--- src/accel_pkg.sv ---
package accel_pkg;

    // array rows and columns, also operands per packed word
    localparam int LANES = 4;

    typedef logic signed [7:0]  byte_t;
    typedef logic [31:0]        word_t;
    typedef logic signed [31:0] acc_t;
    typedef logic [15:0]        addr_t;
    typedef logic [15:0]        dim_t;

    // ----------------------------------------
    // controller states
    // ----------------------------------------

    // operand feeder
    typedef enum logic [2:0] {
        feed_idle,
        feed_fetch,
        feed_stream,
        feed_drain,
        feed_finish
    } feed_state_t;

    // result writer
    typedef enum logic [1:0] {
        wr_idle,
        wr_send,
        wr_release
    } write_state_t;

endpackage

--- src/result_writer.sv ---
`timescale 1ns/1ns

module result_writer #(
    parameter accel_pkg::addr_t OUT_BASE = 16'd0
) (
    input  logic             clk,
    input  logic             rst_n,
    input  logic             tile_req,
    output logic             tile_ack,
    input  accel_pkg::acc_t  tile_data [accel_pkg::LANES*accel_pkg::LANES],
    input  accel_pkg::dim_t  tile_row,
    input  accel_pkg::dim_t  tile_col,
    input  accel_pkg::dim_t  n_dim,
    input  logic             feed_done,
    input  logic             start_req,
    output logic             start_ack,
    output logic             out_wen,
    output accel_pkg::addr_t out_addr,
    output accel_pkg::acc_t  out_wdata
);

    accel_pkg::write_state_t state;
    logic [3:0]              idx;
    logic                    take;

    accel_pkg::acc_t store [accel_pkg::LANES*accel_pkg::LANES];
    accel_pkg::dim_t row_base;
    accel_pkg::dim_t col_base;

    assign take = (state == accel_pkg::wr_idle) && tile_req && !tile_ack;

    // tile copy and write data
    always_ff @(posedge clk) begin
        if (take) begin
            store    <= tile_data;
            row_base <= tile_row;
            col_base <= tile_col;
        end
        if (state == accel_pkg::wr_send) begin
            out_wdata <= store[idx];
            // row-major, idx[3:2] is the row within the tile
            out_addr  <= OUT_BASE + (row_base + idx[3:2]) * n_dim + col_base + idx[1:0];
        end
    end

    always_ff @(posedge clk or negedge rst_n) begin
        if (!rst_n) begin
            state     <= accel_pkg::wr_idle;
            idx       <= '0;
            tile_ack  <= 1'b0;
            start_ack <= 1'b0;
            out_wen   <= 1'b0;
        end else begin
            out_wen <= 1'b0;

            if (tile_ack && !tile_req) begin
                tile_ack <= 1'b0;
            end

            // job ends once nothing is left to write
            if (!start_ack && feed_done && state == accel_pkg::wr_idle && !tile_req) begin
                start_ack <= 1'b1;
            end else if (start_ack && !start_req) begin
                start_ack <= 1'b0;
            end

            case (state)
                accel_pkg::wr_idle: begin
                    if (take) begin
                        tile_ack <= 1'b1;
                        idx      <= '0;
                        state    <= accel_pkg::wr_send;
                    end
                end
                accel_pkg::wr_send: begin
                    out_wen <= 1'b1;
                    idx     <= idx + 4'd1;
                    if (idx == 4'd15) begin
                        state <= accel_pkg::wr_release;
                    end
                end
                accel_pkg::wr_release: begin
                    if (!tile_ack) begin
                        state <= accel_pkg::wr_idle;
                    end
                end
                default: begin
                    state <= accel_pkg::wr_idle;
                end
            endcase
        end
    end

endmodule

--- config.mk ---
export PLATFORM = sky130hd
export DESIGN_NAME = result_writer
export DESIGN_NICKNAME = d
export VERILOG_FILES = /design/src/accel_pkg.sv /design/src/result_writer.sv
export SDC_FILE = /design/constraint.sdc
export NUM_CORES = 1
export LEC_CHECK = 0
export BUFFER_PORTS_ARGS = -buffer_cell sky130_fd_sc_hd__clkbuf_2
export CORE_MARGIN = 5
export CORE_UTILIZATION = 25
export CTS_BUF_LIST = sky130_fd_sc_hd__clkbuf_2 sky130_fd_sc_hd__clkbuf_4 sky130_fd_sc_hd__clkbuf_8
export DETAILED_ROUTE_END_ITERATION = 6
export PLACE_DENSITY_LB_ADDON = 0.25
export SETUP_SLACK_MARGIN = 0.05
export SLEW_MARGIN = 20
export SYNTH_ARGS = -nofsm -noshare
export SYNTH_HDL_FRONTEND = slang
export SYNTH_SLANG_ARGS = --single-unit
--- constraint.sdc ---
create_clock -name clk -period 56.4 [get_ports clk]
set_input_delay 5.64 -clock clk [delete_from_list [all_inputs] [get_ports clk]]
set_output_delay 5.64 -clock clk [all_outputs]
set_load 0.005 [all_outputs]
==> impl_metrics.tcl <==
set metrics [dict create \
    clkPwrFrac_pct 18.7 \
    grt_overflow 0 \
    drv_cap 0 \
    post-route-min-period_ps 10160 \
    status "completed" \
    cts_tree "done" \
    fillCellCount 10677 \
    seqPwrFrac_pct 29.8 \
    rows 120 \
    clock_sinks 601 \
    grt_max_degree 84 \
    synthCells 1634 \
    fp.dieW_um 339 \
    clock_skew_ps 68.0 \
    dp.cells 3607 \
    yosysTopAreaCell "edfxtp_1" \
    instances_no_fill 3820 \
    finalHoldViolations 0 \
    fmax_ghz 0.0984 \
    synth_top_cell_area_share_pct 65.6 \
    crit-reg2reg-launch "idx[2]" \
    netlist_area_mm2 0.0271 \
    dr.pass1.iters 5 \
    met1_length_um 32700 \
    crit_fanout 15 \
    yosys-top-cells-count "edfxtp_1 (592), inv_1 (177), mux2i_1 (128)" \
    grt_use_total_pct 14.4 \
    ir_worst_vdd_mv 0.0853 \
    p_switching_w 0.000875 \
    reg2reg_slack_ps 48660 \
    ys.flop_type "edfxtp_1" \
    p_int_w 0.00139 \
    holdWs_ps 531 \
    drive_above_1_share_pct 37.1 \
    reg2reg_to "out_addr[15]" \
    fin_ws_ps 46240 \
    first_global_vias 18305 \
    ys_ff_latch 601 \
    antenna_found_initial 44 \
    setup.worst_path.start "n_dim[1]" \
    relSlewSlack_pct 26.9 \
    port_buffers 615 \
    place_congestion 0.833 \
    ctsHtreeMaxLevel 3 \
    ctsLongestPathBuffers 3 \
    fin_crit_sh_pct 18.0 \
    vias 16282 \
    clkTransAtPathRegs_ps 70 \
    max_slew.worst_pin.slew_ps 1090 \
    start_util_pct 25.3 \
    p_comb_share_pct 51.5 \
    yosysSeqAreaShare_pct 66.4 \
    worstRegToRegCells 24 \
    netlist_top_cells_area "edfxtp_1 (66%), fa_1 (7.1%), mux4_2 (5.3%)" \
    required_ps 56920 \
    hpwlAfterDp_um 63100 \
    grt_first_pass_wirelength_um 122000 \
    die_y_um 339 \
    grt_setup_unrepaired "no" \
    syn_avg_cell_area_um2 16.6 \
    ctsRootBufferMaster "clkbuf_8" \
    wl_um 84300 \
    cts_setup_buffers 0 \
    drcViolationCount 0 \
    slew_violations 0 \
    preCtsSetupSlack_ps 45450 \
    ios 616 \
    cp.arrival_ps 10690 \
    ys_types 46 \
    final_nets 3031 \
    syn_to_final_growth_pct 26.1 \
    finalSetupViolations 0 \
    ys_warn_count 0 \
    crit_end "out_addr[15]" \
    wl_per_cell_um 22.1 \
    yosysMostFrequentCell "edfxtp_1" \
    wl_met2_um 41200 \
    power.total_w 0.00226 \
    via_per_inst 4.26 \
    wl_met3_um 7870 \
    cts_hold_buf 0 \
    worst_setup_path_start_kind "primary input" \
    worstSetupPathType "in -> reg" \
    dr.max_layer_used "met5" \
    worst_hold_path_type "reg -> reg" \
    synth.net_count 2353 \
    p_leak_nw 13.6 \
    switching_share_pct 38.6 \
    die-area_mm2 0.115 \
    numCtsBuffers 106 \
    async_flop_share_pct 1.50 \
    end_kind "register" \
    synth_edf_count 592 \
    core_area_mm2 0.107 \
    clk-insertion-delay-late_ps 770 \
    p_per_area_mw_per_mm2 66.2 \
    antenna_left 0 \
    drtIter0Drc 747 \
    final.setup.tns_ps 0 \
    cts_resized 0 \
]
## worst max-delay path: stages
cell and delay (ps):
clkbuf_2 280, nand2_1 130, fa_1 530, fa_1 580
fa_1 450, fa_1 580, fa_1 440, fa_1 390
xor2_1 170, xnor2_1 190, xnor2_1 150, xnor2_1 150
xnor2_1 150, xnor2_1 140, xnor3_1 420, xnor2_1 210
xnor2_1 80
## cell usage in the layout (no fill, tap or decap), types with 46 or more instances in the layout
cell	count
clkbuf_8	106
mux4_2	64
edfxtp_1	592
clkbuf_2	615
fa_1	96
ha_1	58
a221oi_1	64
and2_1	50
nand2_1	113
inv_1	175
mux2i_1	128
o21ai_0	46
## kinds of logic (layout without fill, tap and decap cells)
| kind of cell | after synthesis | count (layout) | share of synthesized area [%] |
|---|---|---|---|
| mux | 192 | 192 | 10.0 |
| simple gates | 226 | 226 | 4.15 |
| compound gates | 167 | 167 | 4.49 |
| xor+xnor | 49 | 49 | 1.77 |
| flops | 601 | 601 | 66.4 |
| buf+inv | 245 | 1005 | 3.39 |
| other cells | 0 | 23 | 0 |
| fa+ha+maj | 154 | 154 | 9.76 |
## flip-flops by register name, summed over array words and instances (netlist names)
register	count
col_base	16
state	2
row_base	16
tile_ack	1
out_wen	1
out_wdata	32
store	512
out_addr	16
idx	4
start_ack	1
## final cells by class
class	count	area [µm²]	share of cell area (%)
Timing Repair Buffer	638	3250	9.50
Multi-Input combinational cell	788	8220	24.1
Clock inverter	52	527	1.54
Antenna cell	23	57.6	0.168
Tap cell	1403	1760	5.13
Sequential cell	601	18000	52.7
Inverter	177	666	1.95
Clock buffer	138	1700	4.97
## layer usage
layer | vias to the layer above | global-route usage, %
met5 | - | 0
met4 | 34 | 4.89
met3 | 163 | 5.93
met2 | 609 | 23.9
met1 | 7984 | 16.8
li1 | 7492 | -
## stage by stage
stage               area (µm²)  utilization (%)
floorplan                27100                -
global placement         31900             29.7
detailed placement       31900             29.7
CTS                      34100             31.8
global route             34200             31.8
finish                   34200             31.8
## worst min path at each step
| stage | endpoint | cells past startpoint | start | slack, ps |
|---|---|---|---|---|
| floorplan | start_ack | 2 | start_ack | 480 |
| global placement | start_ack | 2 | start_ack | 490 |
| detailed placement | start_ack | 2 | start_ack | 530 |
| CTS | start_ack | 2 | start_ack | 540 |
| global route | start_ack | 2 | start_ack | 570 |
| finish | start_ack | 2 | start_ack | 530 |
## power groups by stage
stage | Combinational [W] | Clock [W] | Sequential [W]
floorplan | 0.000874 | 0 | 0.000746
global placement | 0.00117 | 0 | 0.000685
detailed placement | 0.00119 | 0 | 0.000687
CTS | 0.00119 | 0.000441 | 0.000678
global route | 0.00132 | 0.000460 | 0.000683
finish | 0.00117 | 0.000423 | 0.000675
Note: power is estimated with default switching activity, not from simulation.
