<file path="src/accel_pkg.sv">
package accel_pkg;

    // array rows and columns, also operands per packed word
    localparam int LANES = 4;

    typedef logic signed [7:0]  byte_t;
    typedef logic [31:0]        word_t;
    typedef logic signed [31:0] acc_t;
    typedef logic [15:0]        addr_t;
    typedef logic [15:0]        dim_t;

    // ----------------------------------------
    // controller states
    // ----------------------------------------

    // operand feeder
    typedef enum logic [2:0] {
        feed_idle,
        feed_fetch,
        feed_stream,
        feed_drain,
        feed_finish
    } feed_state_t;

    // result writer
    typedef enum logic [1:0] {
        wr_idle,
        wr_send,
        wr_release
    } write_state_t;

endpackage

</file>
<file path="src/pe_cell.sv">
`timescale 1ns/1ns

module pe_cell (
    input  logic             clk,
    input  logic             rst_n,
    input  accel_pkg::byte_t a_in,
    input  accel_pkg::byte_t b_in,
    input  logic             first_in,
    input  logic             last_in,
    output accel_pkg::byte_t a_out,
    output accel_pkg::byte_t b_out,
    output logic             first_out,
    output logic             last_out,
    output accel_pkg::acc_t  sum,
    output logic             capture
);

    accel_pkg::acc_t prod;

    // sign extended to full accumulator width
    assign prod = a_in * b_in;

    // tags travel with the operands
    always_ff @(posedge clk or negedge rst_n) begin
        if (!rst_n) begin
            first_out <= 1'b0;
            last_out  <= 1'b0;
            capture   <= 1'b0;
        end else begin
            first_out <= first_in;
            last_out  <= last_in;
            capture   <= last_in;
        end
    end

    always_ff @(posedge clk) begin
        a_out <= a_in;
        b_out <= b_in;
        // first k of a tile restarts the sum
        if (first_in) begin
            sum <= prod;
        end else begin
            sum <= sum + prod;
        end
    end

endmodule

</file>
<file path="src/systolic_array.sv">
`timescale 1ns/1ns

module systolic_array (
    input  logic             clk,
    input  logic             rst_n,
    input  accel_pkg::byte_t row_op [accel_pkg::LANES],
    input  accel_pkg::byte_t col_op [accel_pkg::LANES],
    input  logic             op_first,
    input  logic             op_last,
    input  accel_pkg::dim_t  tile_row_in,
    input  accel_pkg::dim_t  tile_col_in,
    output logic             tile_req,
    input  logic             tile_ack,
    output accel_pkg::acc_t  tile_data [accel_pkg::LANES*accel_pkg::LANES],
    output accel_pkg::dim_t  tile_row,
    output accel_pkg::dim_t  tile_col,
    output logic             bank_busy
);

    accel_pkg::byte_t row_in [accel_pkg::LANES];
    accel_pkg::byte_t col_in [accel_pkg::LANES];

    accel_pkg::byte_t a_i [accel_pkg::LANES][accel_pkg::LANES];
    accel_pkg::byte_t b_i [accel_pkg::LANES][accel_pkg::LANES];
    logic             first_i [accel_pkg::LANES][accel_pkg::LANES];
    logic             last_i [accel_pkg::LANES][accel_pkg::LANES];

    accel_pkg::byte_t a_q [accel_pkg::LANES][accel_pkg::LANES];
    accel_pkg::byte_t b_q [accel_pkg::LANES][accel_pkg::LANES];
    logic             first_q [accel_pkg::LANES][accel_pkg::LANES];
    logic             last_q [accel_pkg::LANES][accel_pkg::LANES];
    accel_pkg::acc_t  sum_q [accel_pkg::LANES][accel_pkg::LANES];
    logic             cap_q [accel_pkg::LANES][accel_pkg::LANES];

    // ----------------------------------------
    // input skew, lane i delayed by i cycles
    // ----------------------------------------
    for (genvar i = 0; i < accel_pkg::LANES; i++) begin : g_skew
        if (i == 0) begin : g_direct
            assign row_in[i] = row_op[i];
            assign col_in[i] = col_op[i];
        end else begin : g_delay
            accel_pkg::byte_t row_d [i];
            accel_pkg::byte_t col_d [i];

            always_ff @(posedge clk) begin
                row_d[0] <= row_op[i];
                col_d[0] <= col_op[i];
                for (int s = 1; s < i; s++) begin
                    row_d[s] <= row_d[s-1];
                    col_d[s] <= col_d[s-1];
                end
            end

            assign row_in[i] = row_d[i-1];
            assign col_in[i] = col_d[i-1];
        end
    end

    // ----------------------------------------
    // PE grid
    // ----------------------------------------
    for (genvar r = 0; r < accel_pkg::LANES; r++) begin : g_row
        for (genvar c = 0; c < accel_pkg::LANES; c++) begin : g_col
            // tags go down column 0, then along each row
            if (c == 0) begin : g_west
                assign a_i[r][c] = row_in[r];
                if (r == 0) begin : g_corner
                    assign first_i[r][c] = op_first;
                    assign last_i[r][c]  = op_last;
                end else begin : g_edge
                    assign first_i[r][c] = first_q[r-1][c];
                    assign last_i[r][c]  = last_q[r-1][c];
                end
            end else begin : g_inner
                assign a_i[r][c]     = a_q[r][c-1];
                assign first_i[r][c] = first_q[r][c-1];
                assign last_i[r][c]  = last_q[r][c-1];
            end

            if (r == 0) begin : g_north
                assign b_i[r][c] = col_in[c];
            end else begin : g_south
                assign b_i[r][c] = b_q[r-1][c];
            end

            pe_cell u_pe (
                .clk       (clk),
                .rst_n     (rst_n),
                .a_in      (a_i[r][c]),
                .b_in      (b_i[r][c]),
                .first_in  (first_i[r][c]),
                .last_in   (last_i[r][c]),
                .a_out     (a_q[r][c]),
                .b_out     (b_q[r][c]),
                .first_out (first_q[r][c]),
                .last_out  (last_q[r][c]),
                .sum       (sum_q[r][c]),
                .capture   (cap_q[r][c])
            );
        end
    end

    // diagonal capture, each PE on its own cycle
    always_ff @(posedge clk) begin
        for (int r = 0; r < accel_pkg::LANES; r++) begin
            for (int c = 0; c < accel_pkg::LANES; c++) begin
                if (cap_q[r][c]) begin
                    tile_data[r*accel_pkg::LANES+c] <= sum_q[r][c];
                end
            end
        end
        if (op_last) begin
            tile_row <= tile_row_in;
            tile_col <= tile_col_in;
        end
    end

    // ----------------------------------------
    // hand-off to the writer
    // ----------------------------------------
    always_ff @(posedge clk or negedge rst_n) begin
        if (!rst_n) begin
            tile_req  <= 1'b0;
            bank_busy <= 1'b0;
        end else begin
            // bank is claimed as soon as the last k enters
            if (op_last) begin
                bank_busy <= 1'b1;
            end else if (tile_req && tile_ack) begin
                bank_busy <= 1'b0;
            end

            if (cap_q[accel_pkg::LANES-1][accel_pkg::LANES-1]) begin
                tile_req <= 1'b1;
            end else if (tile_ack) begin
                tile_req <= 1'b0;
            end
        end
    end

endmodule

</file>
<file path="config.mk">
export PLATFORM = sky130hd
export DESIGN_NAME = systolic_array
export DESIGN_NICKNAME = d
export VERILOG_FILES = /design/src/accel_pkg.sv /design/src/pe_cell.sv /design/src/systolic_array.sv
export SDC_FILE = /design/constraint.sdc
export NUM_CORES = 2
export LEC_CHECK = 0
export BUFFER_PORTS_ARGS = -buffer_cell sky130_fd_sc_hd__buf_2
export CAP_MARGIN = 20
export CELL_PAD_IN_SITES_DETAIL_PLACEMENT = 1
export CELL_PAD_IN_SITES_GLOBAL_PLACEMENT = 2
export CORE_UTILIZATION = 30
export CTS_BUF_LIST = sky130_fd_sc_hd__clkbuf_4 sky130_fd_sc_hd__clkbuf_8 sky130_fd_sc_hd__clkbuf_16
export CTS_CLUSTER_DIAMETER = 80
export DETAILED_ROUTE_END_ITERATION = 6
export PLACE_DENSITY = 0.73
export SETUP_SLACK_MARGIN = 0.4
export SYNTH_ARGS = -nofsm -noshare
export SYNTH_HDL_FRONTEND = slang
export SYNTH_SLANG_ARGS = --single-unit
</file>
<file path="constraint.sdc">
create_clock -name clk -period 7.9 [get_ports clk]
set_input_delay 0 -clock clk [delete_from_list [all_inputs] [get_ports clk]]
set_output_delay 0 -clock clk [all_outputs]
set_load 0.05 [all_outputs]
</file>
==> results.md <==
* Netlist Area Pre-Place at between 0.1 and 0.15 sq mm
* Antenna viol nets, final at 0
* Crit path max fanout at 17
* Die ar. at approximately 0.34 sq mm
* Overall die width at between 500 and 600 microns
* CP Class: flip-flop to flip-flop
* Largest net degree at the start of global routing at ~130
* Total GRT Usage at between 15 and 20%
* Synthesis Warnings at 0
* Worst path slowest cell: fa_1
* Slew @ Worst Pin at 1.06 ns
* Crit-path max cell delay at about 0.54 ns
* Top post-synthesis cells by area: fa_1 18%, edfxtp_1 16%, dfxtp_1 16%
* Req. time, crit path at roughly 8.6 ns
* CTS sink count at roughly 1,400
* Num rows at between 200 and 250
* Crit start category: flip-flop
* Period utilization at about 90%
* Critical Path AT at between 7 and 8 ns
* Layout area overhead at 18.0%
* Synth Instances at between 9,000 and 10,000
* Global-route wire length before repair at ~470 mm
* Crit. End Element: flip-flop
* Routed len/inst at ~19 microns
* Unrepaired setup endpoints after global routing: true
* Vias per cell at 4.78
* TNS Setup at 0 ns
* Asr flop ratio synth at 1.10%
* Synth Flop Type: dfxtp_1
* Final instance area at around 0.12 sq mm
* Synth area leader: fa_1
* Post-layout min period at 7.14 ns
* Overflow after GRT at 0
* Synth top area share at 17.9%
* Worst-skew pair later-pin latency at roughly 0.9 ns
* Max Buffers Root-to-Sink at 4
* Vias post-DR at roughly 74,000
* Starting density of the core at 30.2%
* Area of the core at between 0.3 and 0.4 sq mm
* Share of post-route cells with drive strength above 1 at 12.1%
* Final GP Congestion at between 0.8 and 0.9
* Synthesized area per cell at 10.1 sq um
* Post-DP Area at between 0.1 and 0.15 sq mm
* Die height at ~580 microns
* DR iter-0 viols at roughly 2,800
* Reg clk slew, reported paths at 0.06 ns
* Mapped Nets at about 12,000
* PortBufs at between 600 and 700
* CTS tree: built
* Commonest cells in the synthesized netlist: 1,503 x inv_1, 960 x ha_1, 896 x fa_1, 800 x dfxtp_1, 715 x and2_1
* DR DRC count at 0
* Core Util, Final at 35.7%
* F_max at around 140 MHz
* Initial antenna violation count at 24
* Post-synthesis cell type count at 92
* Layout Skew at 0.0625 ns
* Root buf cell: clkbuf_16
* FILL cells at between 30,000 and 40,000
* Max cap viols at 0
* Hpwl dp at approximately 240 mm
* Final count of hold timing violations at 0
* CTS H-tree lvls at 4
* Routed WL at between 200 and 300 mm
* Outcome: completed
* Fin nets at about 13,000
* Num ports at approximately 650
* Vias in the first global route at 81,800
* Slew Limit Fails at 0
* Num CTS Buffers at 182
* Relative slew slack at between 20% and 30%
* #FFs+latches synth at around 1,400
* Hold crit path type: input port to async pin
* # setup viols final at 0
* Most common cell in the synthesized netlist: inv_1
* Seq/Total Area, Yosys at between 30 and 40%
* EDFF count, synth at between 500 and 600
* TritonRoute pass-1 iters at 7
worst max-delay path, delay by kind of cell (launching register included):
family                     cells  cell delay (ns)
AOI/OAI and AO/OA              9             1.62
xor gates and xnor gates       2             0.28
adders and majority gates      6             2.81
buffers and inverters          7             0.79
DFF                            1             0.44
and+or+nand+nor                5             0.97
per-stage QoR:
| stage | hold slack (ns) | cells | worst slack (ns) |
|---|---|---|---|
| 2_1_floorplan | -0.296 | 9918 | 0.647 |
| 3_3_place_gp | 0.105 | 14900 | 0.205 |
| 3_5_place_dp | 0.104 | 14900 | 0.182 |
| 4_1_cts | 0.0863 | 15400 | 0.388 |
| 5_1_grt | 0.165 | 15500 | 0.329 |
| 6_report | 0.189 | 15500 | 0.761 |
final cells by class:
| type | instances | area, sq um | share of cell area, % |
|---|---|---|---|
| Sequential cell | 1359 | 32800 | 27.8 |
| Multi-Input combinational cell | 6940 | 61800 | 52.3 |
| Inverter | 1505 | 5650 | 4.78 |
| Tap cell | 4366 | 5460 | 4.62 |
| Clock buffer | 242 | 5190 | 4.39 |
| Timing Repair Buffer | 944 | 6050 | 5.12 |
| Antenna cell | 24 | 60.1 | 0.0508 |
| Clock inverter | 97 | 1200 | 1.01 |
placed cells by master (no fill, tap or decap), types with 24 or more instances in the layout:
master / count
xnor2_1: 404
clkbuf_16: 188
xor2_1: 251
dfxtp_1: 751
ha_1: 954
a31oi_1: 40
dfxtp_2: 49
buf_4: 91
and2_1: 715
or3_1: 37
clkinv_2: 24
mux2_2: 71
a211oi_1: 70
nor2b_1: 154
inv_1: 1502
nor2_1: 331
nand3_1: 119
nor3_1: 101
o21ai_0: 586
a21o_1: 250
dlygate4sd3_1: 198
a21oi_1: 537
nand2b_1: 75
buf_2: 646
o21a_1: 80
clkbuf_4: 41
o31ai_1: 57
nand2_1: 594
nand4_1: 32
edfxtp_1: 544
fa_1: 895
and3_1: 45
o211ai_1: 34
o21bai_1: 139
diode_2: 24
flip-flops by register name (all words and copies together) (netlist names), 16 cells and up:
name and flops:
tile_col 16, g_row.g_col.u_pe.sum 512, g_skew.g_delay.row_d 48, tile_data 512, tile_row 16, g_skew.g_delay.col_d 48
g_row.g_col.u_pe.b_out 96, g_row.g_col.u_pe.a_out 96
metal layers:
layer,wire length [microns],up-vias,part of all wire (%),GRT usage (%)
met5,66,-,0.022,0
met4,10100,10,3.4,5.61
li1,-,35300,-,-
met1,131000,37400,44,22.1
met3,13900,347,4.6,3.18
met2,145000,1000,48,30.9
kinds of logic (layout without fill, tap and decap cells):
| logic type | after synthesis | in the layout | synth area share [%] |
|---|---|---|---|
| simple gates | 2288 | 2288 | 11.8 |
| compound gates | 2042 | 2042 | 12.8 |
| fa+ha+maj | 1856 | 1856 | 29.9 |
| buf+inv | 1619 | 2788 | 6.07 |
| flops | 1359 | 1359 | 32.7 |
| xor+xnor | 667 | 667 | 5.83 |
| mux | 87 | 87 | 0.971 |
| other cells | 0 | 24 | 0 |
what timing repair did:
item,4_1_cts,5_1_grt
pin swaps,1,16
resized for setup,5,129
endpoints found under the setup margin,7,78
hold buffers,199,0
hold endpoints to repair,179,0
buffers inserted,2,10
final timing paths:
check	from	end	slack [ns]	cells past startpoint
worst max-delay path	g_row[0].g_col[0].u_pe.b_out[2]	g_row[1].g_col[0].u_pe.sum[29]	0.76	29
worst min-delay path	rst_n	g_row[2].g_col[0].u_pe.last_out	0.19	4
worst max register to register	g_row[0].g_col[0].u_pe.b_out[2]	g_row[1].g_col[0].u_pe.sum[29]	0.76	29
worst min register to register	g_skew[3].g_delay.col_d[0][14]	g_skew[3].g_delay.col_d[0][22]	0.32	0
max in group asynchronous	rst_n	g_row[2].g_col[2].u_pe.last_out	7.43	4
min in group clk	op_first	g_row[0].g_col[0].u_pe.first_out	0.23	2
Power is left out: the tool's default activity adds up to more than one toggle a clock period on the data nets, which glitch-free logic cannot reach.
