**src/accel_pkg.sv**
```systemverilog
package accel_pkg;

    // array rows and columns, also operands per packed word
    localparam int LANES = 4;

    typedef logic signed [7:0]  byte_t;
    typedef logic [31:0]        word_t;
    typedef logic signed [31:0] acc_t;
    typedef logic [15:0]        addr_t;
    typedef logic [15:0]        dim_t;

    // ----------------------------------------
    // controller states
    // ----------------------------------------

    // operand feeder
    typedef enum logic [2:0] {
        feed_idle,
        feed_fetch,
        feed_stream,
        feed_drain,
        feed_finish
    } feed_state_t;

    // result writer
    typedef enum logic [1:0] {
        wr_idle,
        wr_send,
        wr_release
    } write_state_t;

endpackage

```
**src/operand_feeder.sv**
```systemverilog
`timescale 1ns/1ns

module operand_feeder (
    input  logic             clk,
    input  logic             rst_n,
    input  logic             start_req,
    input  accel_pkg::dim_t  m_dim,
    input  accel_pkg::dim_t  n_dim,
    input  accel_pkg::dim_t  k_words,
    output accel_pkg::addr_t a_addr,
    output accel_pkg::addr_t b_addr,
    input  accel_pkg::word_t a_rdata,
    input  accel_pkg::word_t b_rdata,
    output accel_pkg::byte_t row_op [accel_pkg::LANES],
    output accel_pkg::byte_t col_op [accel_pkg::LANES],
    output logic             op_first,
    output logic             op_last,
    output accel_pkg::dim_t  tile_row_in,
    output accel_pkg::dim_t  tile_col_in,
    input  logic             bank_busy,
    output logic             feed_done
);

    accel_pkg::feed_state_t state;
    accel_pkg::dim_t        step;
    accel_pkg::dim_t        last_step;
    accel_pkg::dim_t        word_idx;
    logic [1:0]             lane;
    logic                   streaming;

    // lanes 0..2 wait here until lane 3 arrives
    accel_pkg::word_t a_hold [accel_pkg::LANES-1];
    accel_pkg::word_t b_hold [accel_pkg::LANES-1];
    accel_pkg::word_t a_sreg [accel_pkg::LANES];
    accel_pkg::word_t b_sreg [accel_pkg::LANES];

    assign last_step = {k_words[13:0], 2'b00};
    assign streaming = (state == accel_pkg::feed_stream);
    assign lane      = step[1:0];
    assign feed_done = (state == accel_pkg::feed_finish);

    // ----------------------------------------
    // addresses, one lane per cycle
    // ----------------------------------------
    // fetch primes word 0, stream runs one word ahead
    assign word_idx = streaming ? (step >> 2) + 16'd1 : '0;
    assign a_addr   = (tile_row_in + lane) * k_words + word_idx;
    assign b_addr   = (tile_col_in + lane) * k_words + word_idx;

    assign op_first = streaming && (step == 16'd1);
    assign op_last  = streaming && (step == last_step);

    for (genvar i = 0; i < accel_pkg::LANES; i++) begin : g_lane
        assign row_op[i] = a_sreg[i][7:0];
        assign col_op[i] = b_sreg[i][7:0];
    end

    // ----------------------------------------
    // operand registers
    // ----------------------------------------
    always_ff @(posedge clk) begin
        if ((state == accel_pkg::feed_fetch || streaming) && lane != 2'd0) begin
            a_hold[lane - 2'd1] <= a_rdata;
            b_hold[lane - 2'd1] <= b_rdata;
        end
        if (streaming) begin
            if (lane == 2'd0 && step != last_step) begin
                for (int i = 0; i < accel_pkg::LANES - 1; i++) begin
                    a_sreg[i] <= a_hold[i];
                    b_sreg[i] <= b_hold[i];
                end
                a_sreg[accel_pkg::LANES-1] <= a_rdata;
                b_sreg[accel_pkg::LANES-1] <= b_rdata;
            end else begin
                for (int i = 0; i < accel_pkg::LANES; i++) begin
                    a_sreg[i] <= a_sreg[i] >> 8;
                    b_sreg[i] <= b_sreg[i] >> 8;
                end
            end
        end
    end

    // ----------------------------------------
    // tile walk
    // ----------------------------------------
    always_ff @(posedge clk or negedge rst_n) begin
        if (!rst_n) begin
            state       <= accel_pkg::feed_idle;
            step        <= '0;
            tile_row_in <= '0;
            tile_col_in <= '0;
        end else begin
            step <= step + 16'd1;
            case (state)
                accel_pkg::feed_idle: begin
                    step <= '0;
                    if (start_req) begin
                        tile_row_in <= '0;
                        tile_col_in <= '0;
                        state       <= accel_pkg::feed_fetch;
                    end
                end
                accel_pkg::feed_fetch: begin
                    if (lane == 2'd3) begin
                        step  <= '0;
                        state <= accel_pkg::feed_stream;
                    end
                end
                accel_pkg::feed_stream: begin
                    if (step == last_step) begin
                        state <= accel_pkg::feed_drain;
                    end
                end
                accel_pkg::feed_drain: begin
                    step <= '0;
                    // wait for the writer to take the tile
                    if (!bank_busy) begin
                        if (tile_col_in + 16'd4 < n_dim) begin
                            tile_col_in <= tile_col_in + 16'd4;
                            state       <= accel_pkg::feed_fetch;
                        end else if (tile_row_in + 16'd4 < m_dim) begin
                            tile_row_in <= tile_row_in + 16'd4;
                            tile_col_in <= '0;
                            state       <= accel_pkg::feed_fetch;
                        end else begin
                            state <= accel_pkg::feed_finish;
                        end
                    end
                end
                accel_pkg::feed_finish: begin
                    if (!start_req) begin
                        state <= accel_pkg::feed_idle;
                    end
                end
                default: begin
                    state <= accel_pkg::feed_idle;
                end
            endcase
        end
    end

endmodule

```
**config.mk**
```make
export PLATFORM = sky130hd
export DESIGN_NAME = operand_feeder
export DESIGN_NICKNAME = d
export VERILOG_FILES = /design/src/accel_pkg.sv /design/src/operand_feeder.sv
export SDC_FILE = /design/constraint.sdc
export NUM_CORES = 1
export LEC_CHECK = 0
export CELL_PAD_IN_SITES_DETAIL_PLACEMENT = 1
export CELL_PAD_IN_SITES_GLOBAL_PLACEMENT = 2
export CORE_MARGIN = 10
export CORE_UTILIZATION = 43
export DETAILED_ROUTE_END_ITERATION = 8
export DONT_BUFFER_PORTS = 1
export PLACE_DENSITY_LB_ADDON = 0.1
export SYNTH_ARGS = -nofsm -noshare
export SYNTH_HDL_FRONTEND = slang
export SYNTH_SLANG_ARGS = --single-unit
```
**constraint.sdc**
```tcl
create_clock -name clk -period 13.5 [get_ports clk]
set_clock_uncertainty 0.05 [all_clocks]
set_input_delay 0.675 -clock clk [delete_from_list [all_inputs] [get_ports clk]]
set_output_delay 0.675 -clock clk [all_outputs]
set_load 0.05 [all_outputs]
```
==> metrics, run 1 <==
layout cells sized above 1 just over 7%; Seq/Total Area, Yosys between 40% and 50%; first-pass GRT wire length 119000 um; Fin Setup TNS 0 ns; EDFF count, synth 400; GPL Wtd Cong 0.852; normalized max-slew margin about a quarter; drt first pass iters 5; Total Wirelength 76000 um; grt total ovfl 0; pwr dens ~160 mW/mm2; final setup fails 0; H-tree depth 2; Hold Path Stages 0; Reg2Reg Launch Point tile_row_in[7]$_DFFE_PN0P_; CTS Buf Count between 50 and 60; worst skew pair latency ~0.59 ns; Reg2Reg Depth 13; Critical Path Fanout Max 110; Final Max Tran Viols 0; Max Root-Sink Buffers 3; reg2reg end tile_row_in[11]$_DFFE_PN0P_; critical path endpoint category primary output; root buffer cell clkbuf_16; unrepaired setup endpoints after global routing false; WS Path Type reg2out; Critical Path AT ~6.9 ns; #FFs+latches synth approximately 500; drt drc 0; GRT Total Usage a little under a fifth; Final nets between 3000 and 4000; Yosys warning total 0; clock sink count 495; outcome finished, final reports clean; Initial DRC Count around 840; HPWL after DPL ~54000 um; Vias approximately 18000; Tmin final ~7.6 ns; die area between 0.07 and 0.08 mm2; Std-Cell Rows 96; post-synth top area share between 40% and 50%; total of max-cap violations 0; Peak VDD IR between 0.15 and 0.2 mV; worst hold endpoint a_hold[2][0]$_DFFE_PP_; Worst-Margin Slew 1.14 ns; Tcrit/Tclk final approximately 56%; CP Launch Point state[1]$_DFFE_PN0P_; ys async rst share under 10%; Routed WL per cell around 21 um; R2R setup slack between 8 and 9 ns; I/O pins roughly 250; worst min path class in2reg; CTS tree yes; core area approximately 0.068 mm2; Fmax achieved between 0.1 and 0.15 GHz; largest net degree at the start of global routing 180; top cells by area, synth edfxtp_1 (41%), fa_1 (13%), nand2_1 (7.2%); DIE HEIGHT approximately 280 um; Distinct cells, synth a little over 60; Post-Synthesis Cell Area around 0.030 mm2; Avg Cell Area, Syn 10.8 um2; Starting Density between 40% and 50%; overall power approximately 5200 uW; mean number of vias per cell 5.18; port buffer count 0; crit path launch type register; endpoints failing hold 0; Clock transition at path regs around 0.060 ns; post-synth top area cell edfxtp_1; # fillers between 7000 and 8000; top_reg_cell synth edfxtp_1; number of gates resized after cts 0; P&R area growth vs syn 6.79%; initial antenna violation count 0; Crit path required time between 10 and 15 ns; Leak 0.0129 uW; die span in x 282 um; HP Start a_rdata[0]; vias in the first global route slightly above 20000; post-synthesis cell count 2727; Detail Route Antenna Nets 0
[registers in the layout, summed over array words and instances, names as in the netlist]
name / flops
step: 16
tile_col_in: 14
b_sreg: 128
tile_row_in: 14
a_sreg: 128
b_hold: 96
a_hold: 96
state: 3
[stage by stage]
stage,setup slack [ns],instances,hold slack (ns),util [%],cell area [um2]
after floorplan,0.790,2730,0.329,-,29600
after global placement,6.52,3441,0.331,43.7,29900
after detailed placement,6.35,3441,0.332,43.7,29900
after CTS,5.69,3538,0.0634,46.2,31600
after global routing,5.21,3538,0.0678,46.2,31600
final,5.91,3539,0.110,46.2,31600
[cells in the final DEF, fill, tap and decap left out, drive strengths merged, types with 64 or more instances in the layout]
cell type,instances
o21ai,77
clkbuf,64
inv,341
nand2,571
fa,188
and2,105
edfxtp,400
ha,134
xnor2,102
a21oi,164
[layout make-up]
class	count	area (um2)	area share [%]
flip-flops and latches	495	14100	44.8
inverters	341	1290	4.08
clock inverters	31	302	0.955
diodes	1	2.50	0.00792
well taps	882	1100	3.49
clock buffers	64	1370	4.32
repair buffers	50	414	1.31
multi-input cells	1675	13000	41.0
[logic make-up after synthesis]
logic type | after synthesis | synth area share, %
other | 1 | 0.0127
adder cells (fa/ha/maj) | 322 | 18.4
multiplexers | 52 | 2.48
AO/OA/AOI/OAI | 320 | 6.32
AND/OR/NAND/NOR | 856 | 12.9
buffers and inverters | 560 | 8.53
flip-flops | 495 | 47.8
XOR/XNOR | 121 | 3.58
[how the worst max path moves through the flow]
stage	to	cells after the start	slack, ns
finish	b_addr[11]	21	5.91
global route	b_addr[11]	21	5.21
CTS	b_addr[11]	21	5.69
detailed placement	a_addr[11]	21	6.35
global placement	a_addr[11]	21	6.52
floorplan	b_addr[10]	17	0.79
[power breakdown]
group / total (uW) / switching (uW) / leakage [uW] / internal, uW
Sequential: 2110 / 170 / 0.00471 / 1940
Clock: 1390 / 590 / 0.000811 / 796
Combinational: 1700 / 1230 / 0.00733 / 466
Total: 5190 / 1990 / 0.0129 / 3200
[critical path, stage by stage (launching register included)]
cell and delay [ns]:
dfrtp_1 0.56, nor2b_1 0.35, nand2b_4 0.27, inv_8 0.61
nand2_1 0.29, fa_1 0.57, inv_1 0.05, ha_1 0.27
ha_1 0.27, inv_1 0.05, fa_1 0.42, inv_1 0.06
ha_1 0.16, inv_1 0.06, fa_1 0.45, nor2b_1 0.12
o21ai_0 0.11, a21boi_0 0.27, o21ai_0 0.20, a21oi_1 0.27
nor2_1 0.07, nor2_1 0.73
[layer usage]
layer	global-route usage [%]	share of wire, %	vias to the layer above
met1	23.3	41	9412
met4	4.86	2.1	0
li1	-	-	8568
met3	2.52	3.2	82
met2	35.0	53	260
met5	0	0	-
[synth_stat cells (all sizes together) (10+ instances only)]
library cell    n
nor2           45
nand2         571
nand3          27
fa            188
ha            134
nor3           14
xnor2         102
nand2b         10
edfxtp        400
and2          105
inv           341
a21o           19
nor2b          29
mux2           50
xor2           19
nand4          16
clkbuf        106
dfxtp          48
buf           113
a32o           10
a21oi         164
dfrtp          47
o21ai          77
[repair_timing]
| action | CTS | global route |
|---|---|---|
| hold buffers | 2 | 0 |
| hold endpoints to repair | 47 | 0 |
| buffers inserted | 0 | 0 |
No activity file was read; power rests on OpenSTA's default activity.
==> run 2: changes to the inputs <==
--- a/config.mk
+++ b/config.mk
@@ -8,7 +8,7 @@
 export CELL_PAD_IN_SITES_DETAIL_PLACEMENT = 1
 export CELL_PAD_IN_SITES_GLOBAL_PLACEMENT = 2
 export CORE_MARGIN = 10
-export CORE_UTILIZATION = 43
+export CORE_UTILIZATION = 39
 export DETAILED_ROUTE_END_ITERATION = 8
 export DONT_BUFFER_PORTS = 1
 export PLACE_DENSITY_LB_ADDON = 0.1
==> constraint.sdc (replaced) <==
create_clock -name clk -period 6.93 [get_ports clk]
set_clock_uncertainty 0.05 [all_clocks]
set_input_delay 0.3465 -clock clk [delete_from_list [all_inputs] [get_ports clk]]
set_output_delay 0.3465 -clock clk [all_outputs]
set_load 0.05 [all_outputs]
==> metrics, run 2 (synthesis results as in run 1) <==
outcome finished, final reports clean; Starting Density 39.5% (-3.7 points); Detail Route Antenna Nets 0 (unchanged); Final nets 3141 (+2.9%); Leak 0.0132 uW (+3.0%); layout cells sized above 1 8.15% (+1.1 points); final setup fails 0 (unchanged); CTS Buf Count 54 (+5.9%); Clock transition at path regs 0.07 ns (about the same); drt drc 0 (unchanged); Routed WL per cell 21.3 um (-1.0%); critical path endpoint category primary output; HPWL after DPL 56400 um (+3.7%); DIE HEIGHT 295 um (+4.6%); Reg2Reg Depth 13 (unchanged); die area 0.0873 mm2 (+9.5%); register area 0.0142 mm2 (about the same); endpoints failing hold 0 (unchanged); Final Max Tran Viols 0 (unchanged); Placed Cells 3547 (+3.1%); I/O pins 247 (unchanged); Total Wirelength 79100 um (+4.0%); Fin Setup TNS 0 ns (unchanged); Crit path required time 6.53 ns (-6.24 ns); P&R area growth vs syn 10.2%; H-tree depth 2 (unchanged); # fillers 8117 (+9.8%); reg2reg end tile_col_in[2]$_DFFE_PN0P_; vias in the first global route 20600 (+2.3%); Vias 18600 (+1.3%); most common cell after layout, fill and taps aside nand2_1; worst min path class in2reg; core area 0.0748 mm2 (+9.5%); multi-input logic area 0.0130 mm2 (+0.19%); Fmax achieved between 0.1 and 0.15 GHz; Worst-Margin Slew 1.15 ns (+0.000887 ns); Initial DRC Count 852 (+1.7%); WS Path Type reg2out; first-pass GRT wire length 122000 um (+2.9%); Cell Count, Final, Fillers Out 3719 (+5.1%); Reg2Reg Launch Point tile_col_in[2]$_DFFE_PN0P_; CP Launch Point tile_col_in[5]$_DFFE_PN0P_; clock sink count 495 (unchanged); worst setup path endpoint b_addr[15]; R2R setup slack 2.29 ns (-6.40 ns); mean number of vias per cell 4.99 (-3.6%); GPL Wtd Cong 0.852 (about the same); pwr dens 318 mW/mm2 (+93%); unrepaired setup endpoints after global routing false; initial antenna violation count 3 (+3); postcts setup bufs 0 (unchanged); Peak VDD IR 0.620 mV (+210%); worst skew pair latency 0.62 ns (+0.03 ns); Critical Path Fanout Max 11 (-90%); crit path launch type register; GRT Total Usage 18.0% (-1.1 points); largest registers a_sreg (128), b_sreg (128); normalized max-slew margin 23.6% (-0.059 points); grt total ovfl 0 (unchanged); port buffer count 0 (unchanged); die span in x 295 um (+4.6%); Tcrit/Tclk final 96.6%; Std-Cell Rows 100 (+4.2%); Critical Path AT 6.30 ns (-0.56 ns); root buffer cell clkbuf_16; Tmin final 6.69 ns; most frequent cells in the layout nand2_1 (570), edfxtp_1 (400), inv_1 (340); total of max-cap violations 0 (unchanged); largest net degree at the start of global routing 187 (+3.9%); CTS tree yes; Hold Path Stages 4 (+4); drt first pass iters 5 (unchanged); Max Root-Sink Buffers 3 (unchanged)
-- run 2: cell count changes in the layout (fill, tap and decap cells not counted), sizes merged, moves of 3 or more --
cell         change
clkinv           -8
clkbuf          +14
dlygate4sd3     +66
buf             +19
bufinv           -3
-- run 2: metal layers --
layer  track usage [%]  wire, um
met1              21.1     32300
met2              33.6     42400
met3              2.84      2730
met4              4.38      1660
met5                 0        13
-- run 2: through the flow --
stage          total power (uW)  instance area (um2)  util (%)  hold WS, ns  setup WS, ns
6_report                  10400                32600      43.6        0.162         0.236
5_1_grt                   11000                32600      43.6        0.172       0.00227
4_1_cts                   10600                32600      43.5        0.117        0.0546
3_5_place_dp               7670                30100      40.3      0.00362         0.775
3_3_place_gp               7620                30100      40.3      0.00387         0.850
2_1_floorplan              6700                29600         -     0.000909         0.138
-- run 2: worst min path at each step --
| stage | start | slack, ns | end |
|---|---|---|---|
| floorplan | rst_n | 0.0009 | state[0]$_DFFE_PN0P_ |
| global placement | rst_n | 0.004 | tile_col_in[14]$_DFFE_PN0P_ |
| detailed placement | rst_n | 0.004 | tile_col_in[14]$_DFFE_PN0P_ |
| CTS | bank_busy | 0.12 | state[0]$_DFFE_PN0P_ |
| global route | rst_n | 0.17 | tile_col_in[3]$_DFFE_PN0P_ |
| finish | bank_busy | 0.16 | state[0]$_DFFE_PN0P_ |
-- run 2: layout make-up --
class                      count  share of cell area (%)
clock inverter                24                   0.668
tap                          969                    3.72
inverter                     341                    3.95
antenna                        1                 0.00767
timing repair buffer         135                    3.77
sequential                   495                    43.4
clock buffer                  78                    4.63
multi-input combinational   1676                    39.8
-- run 2: report_power, final --
group          switching [uW]  internal, uW  leakage [uW]
logic                    2450          1020       0.00770
registers                 347          3770       0.00470
clock network            1210          1570      0.000831
-- run 2: critical path: stages, from the launching register on --
cell and delay, ns:
dfrtp_1 0.56, and2_1 0.27, fa_1 0.54, inv_1 0.06
fa_1 0.56, fa_1 0.43, fa_1 0.51, inv_1 0.06
fa_1 0.53, inv_1 0.06, fa_1 0.53, inv_1 0.05
ha_1 0.24, or3_1 0.37, a31o_2 0.25, a41oi_1 0.25
xnor2_1 0.16, buf_4 0.22
-- run 2: what timing repair did --
item                                   4_1_cts  5_1_grt
setup endpoints to repair                    0        8
gates resized for setup                      0       11
hold buffers                                68        0
endpoints found under the hold margin      306        0
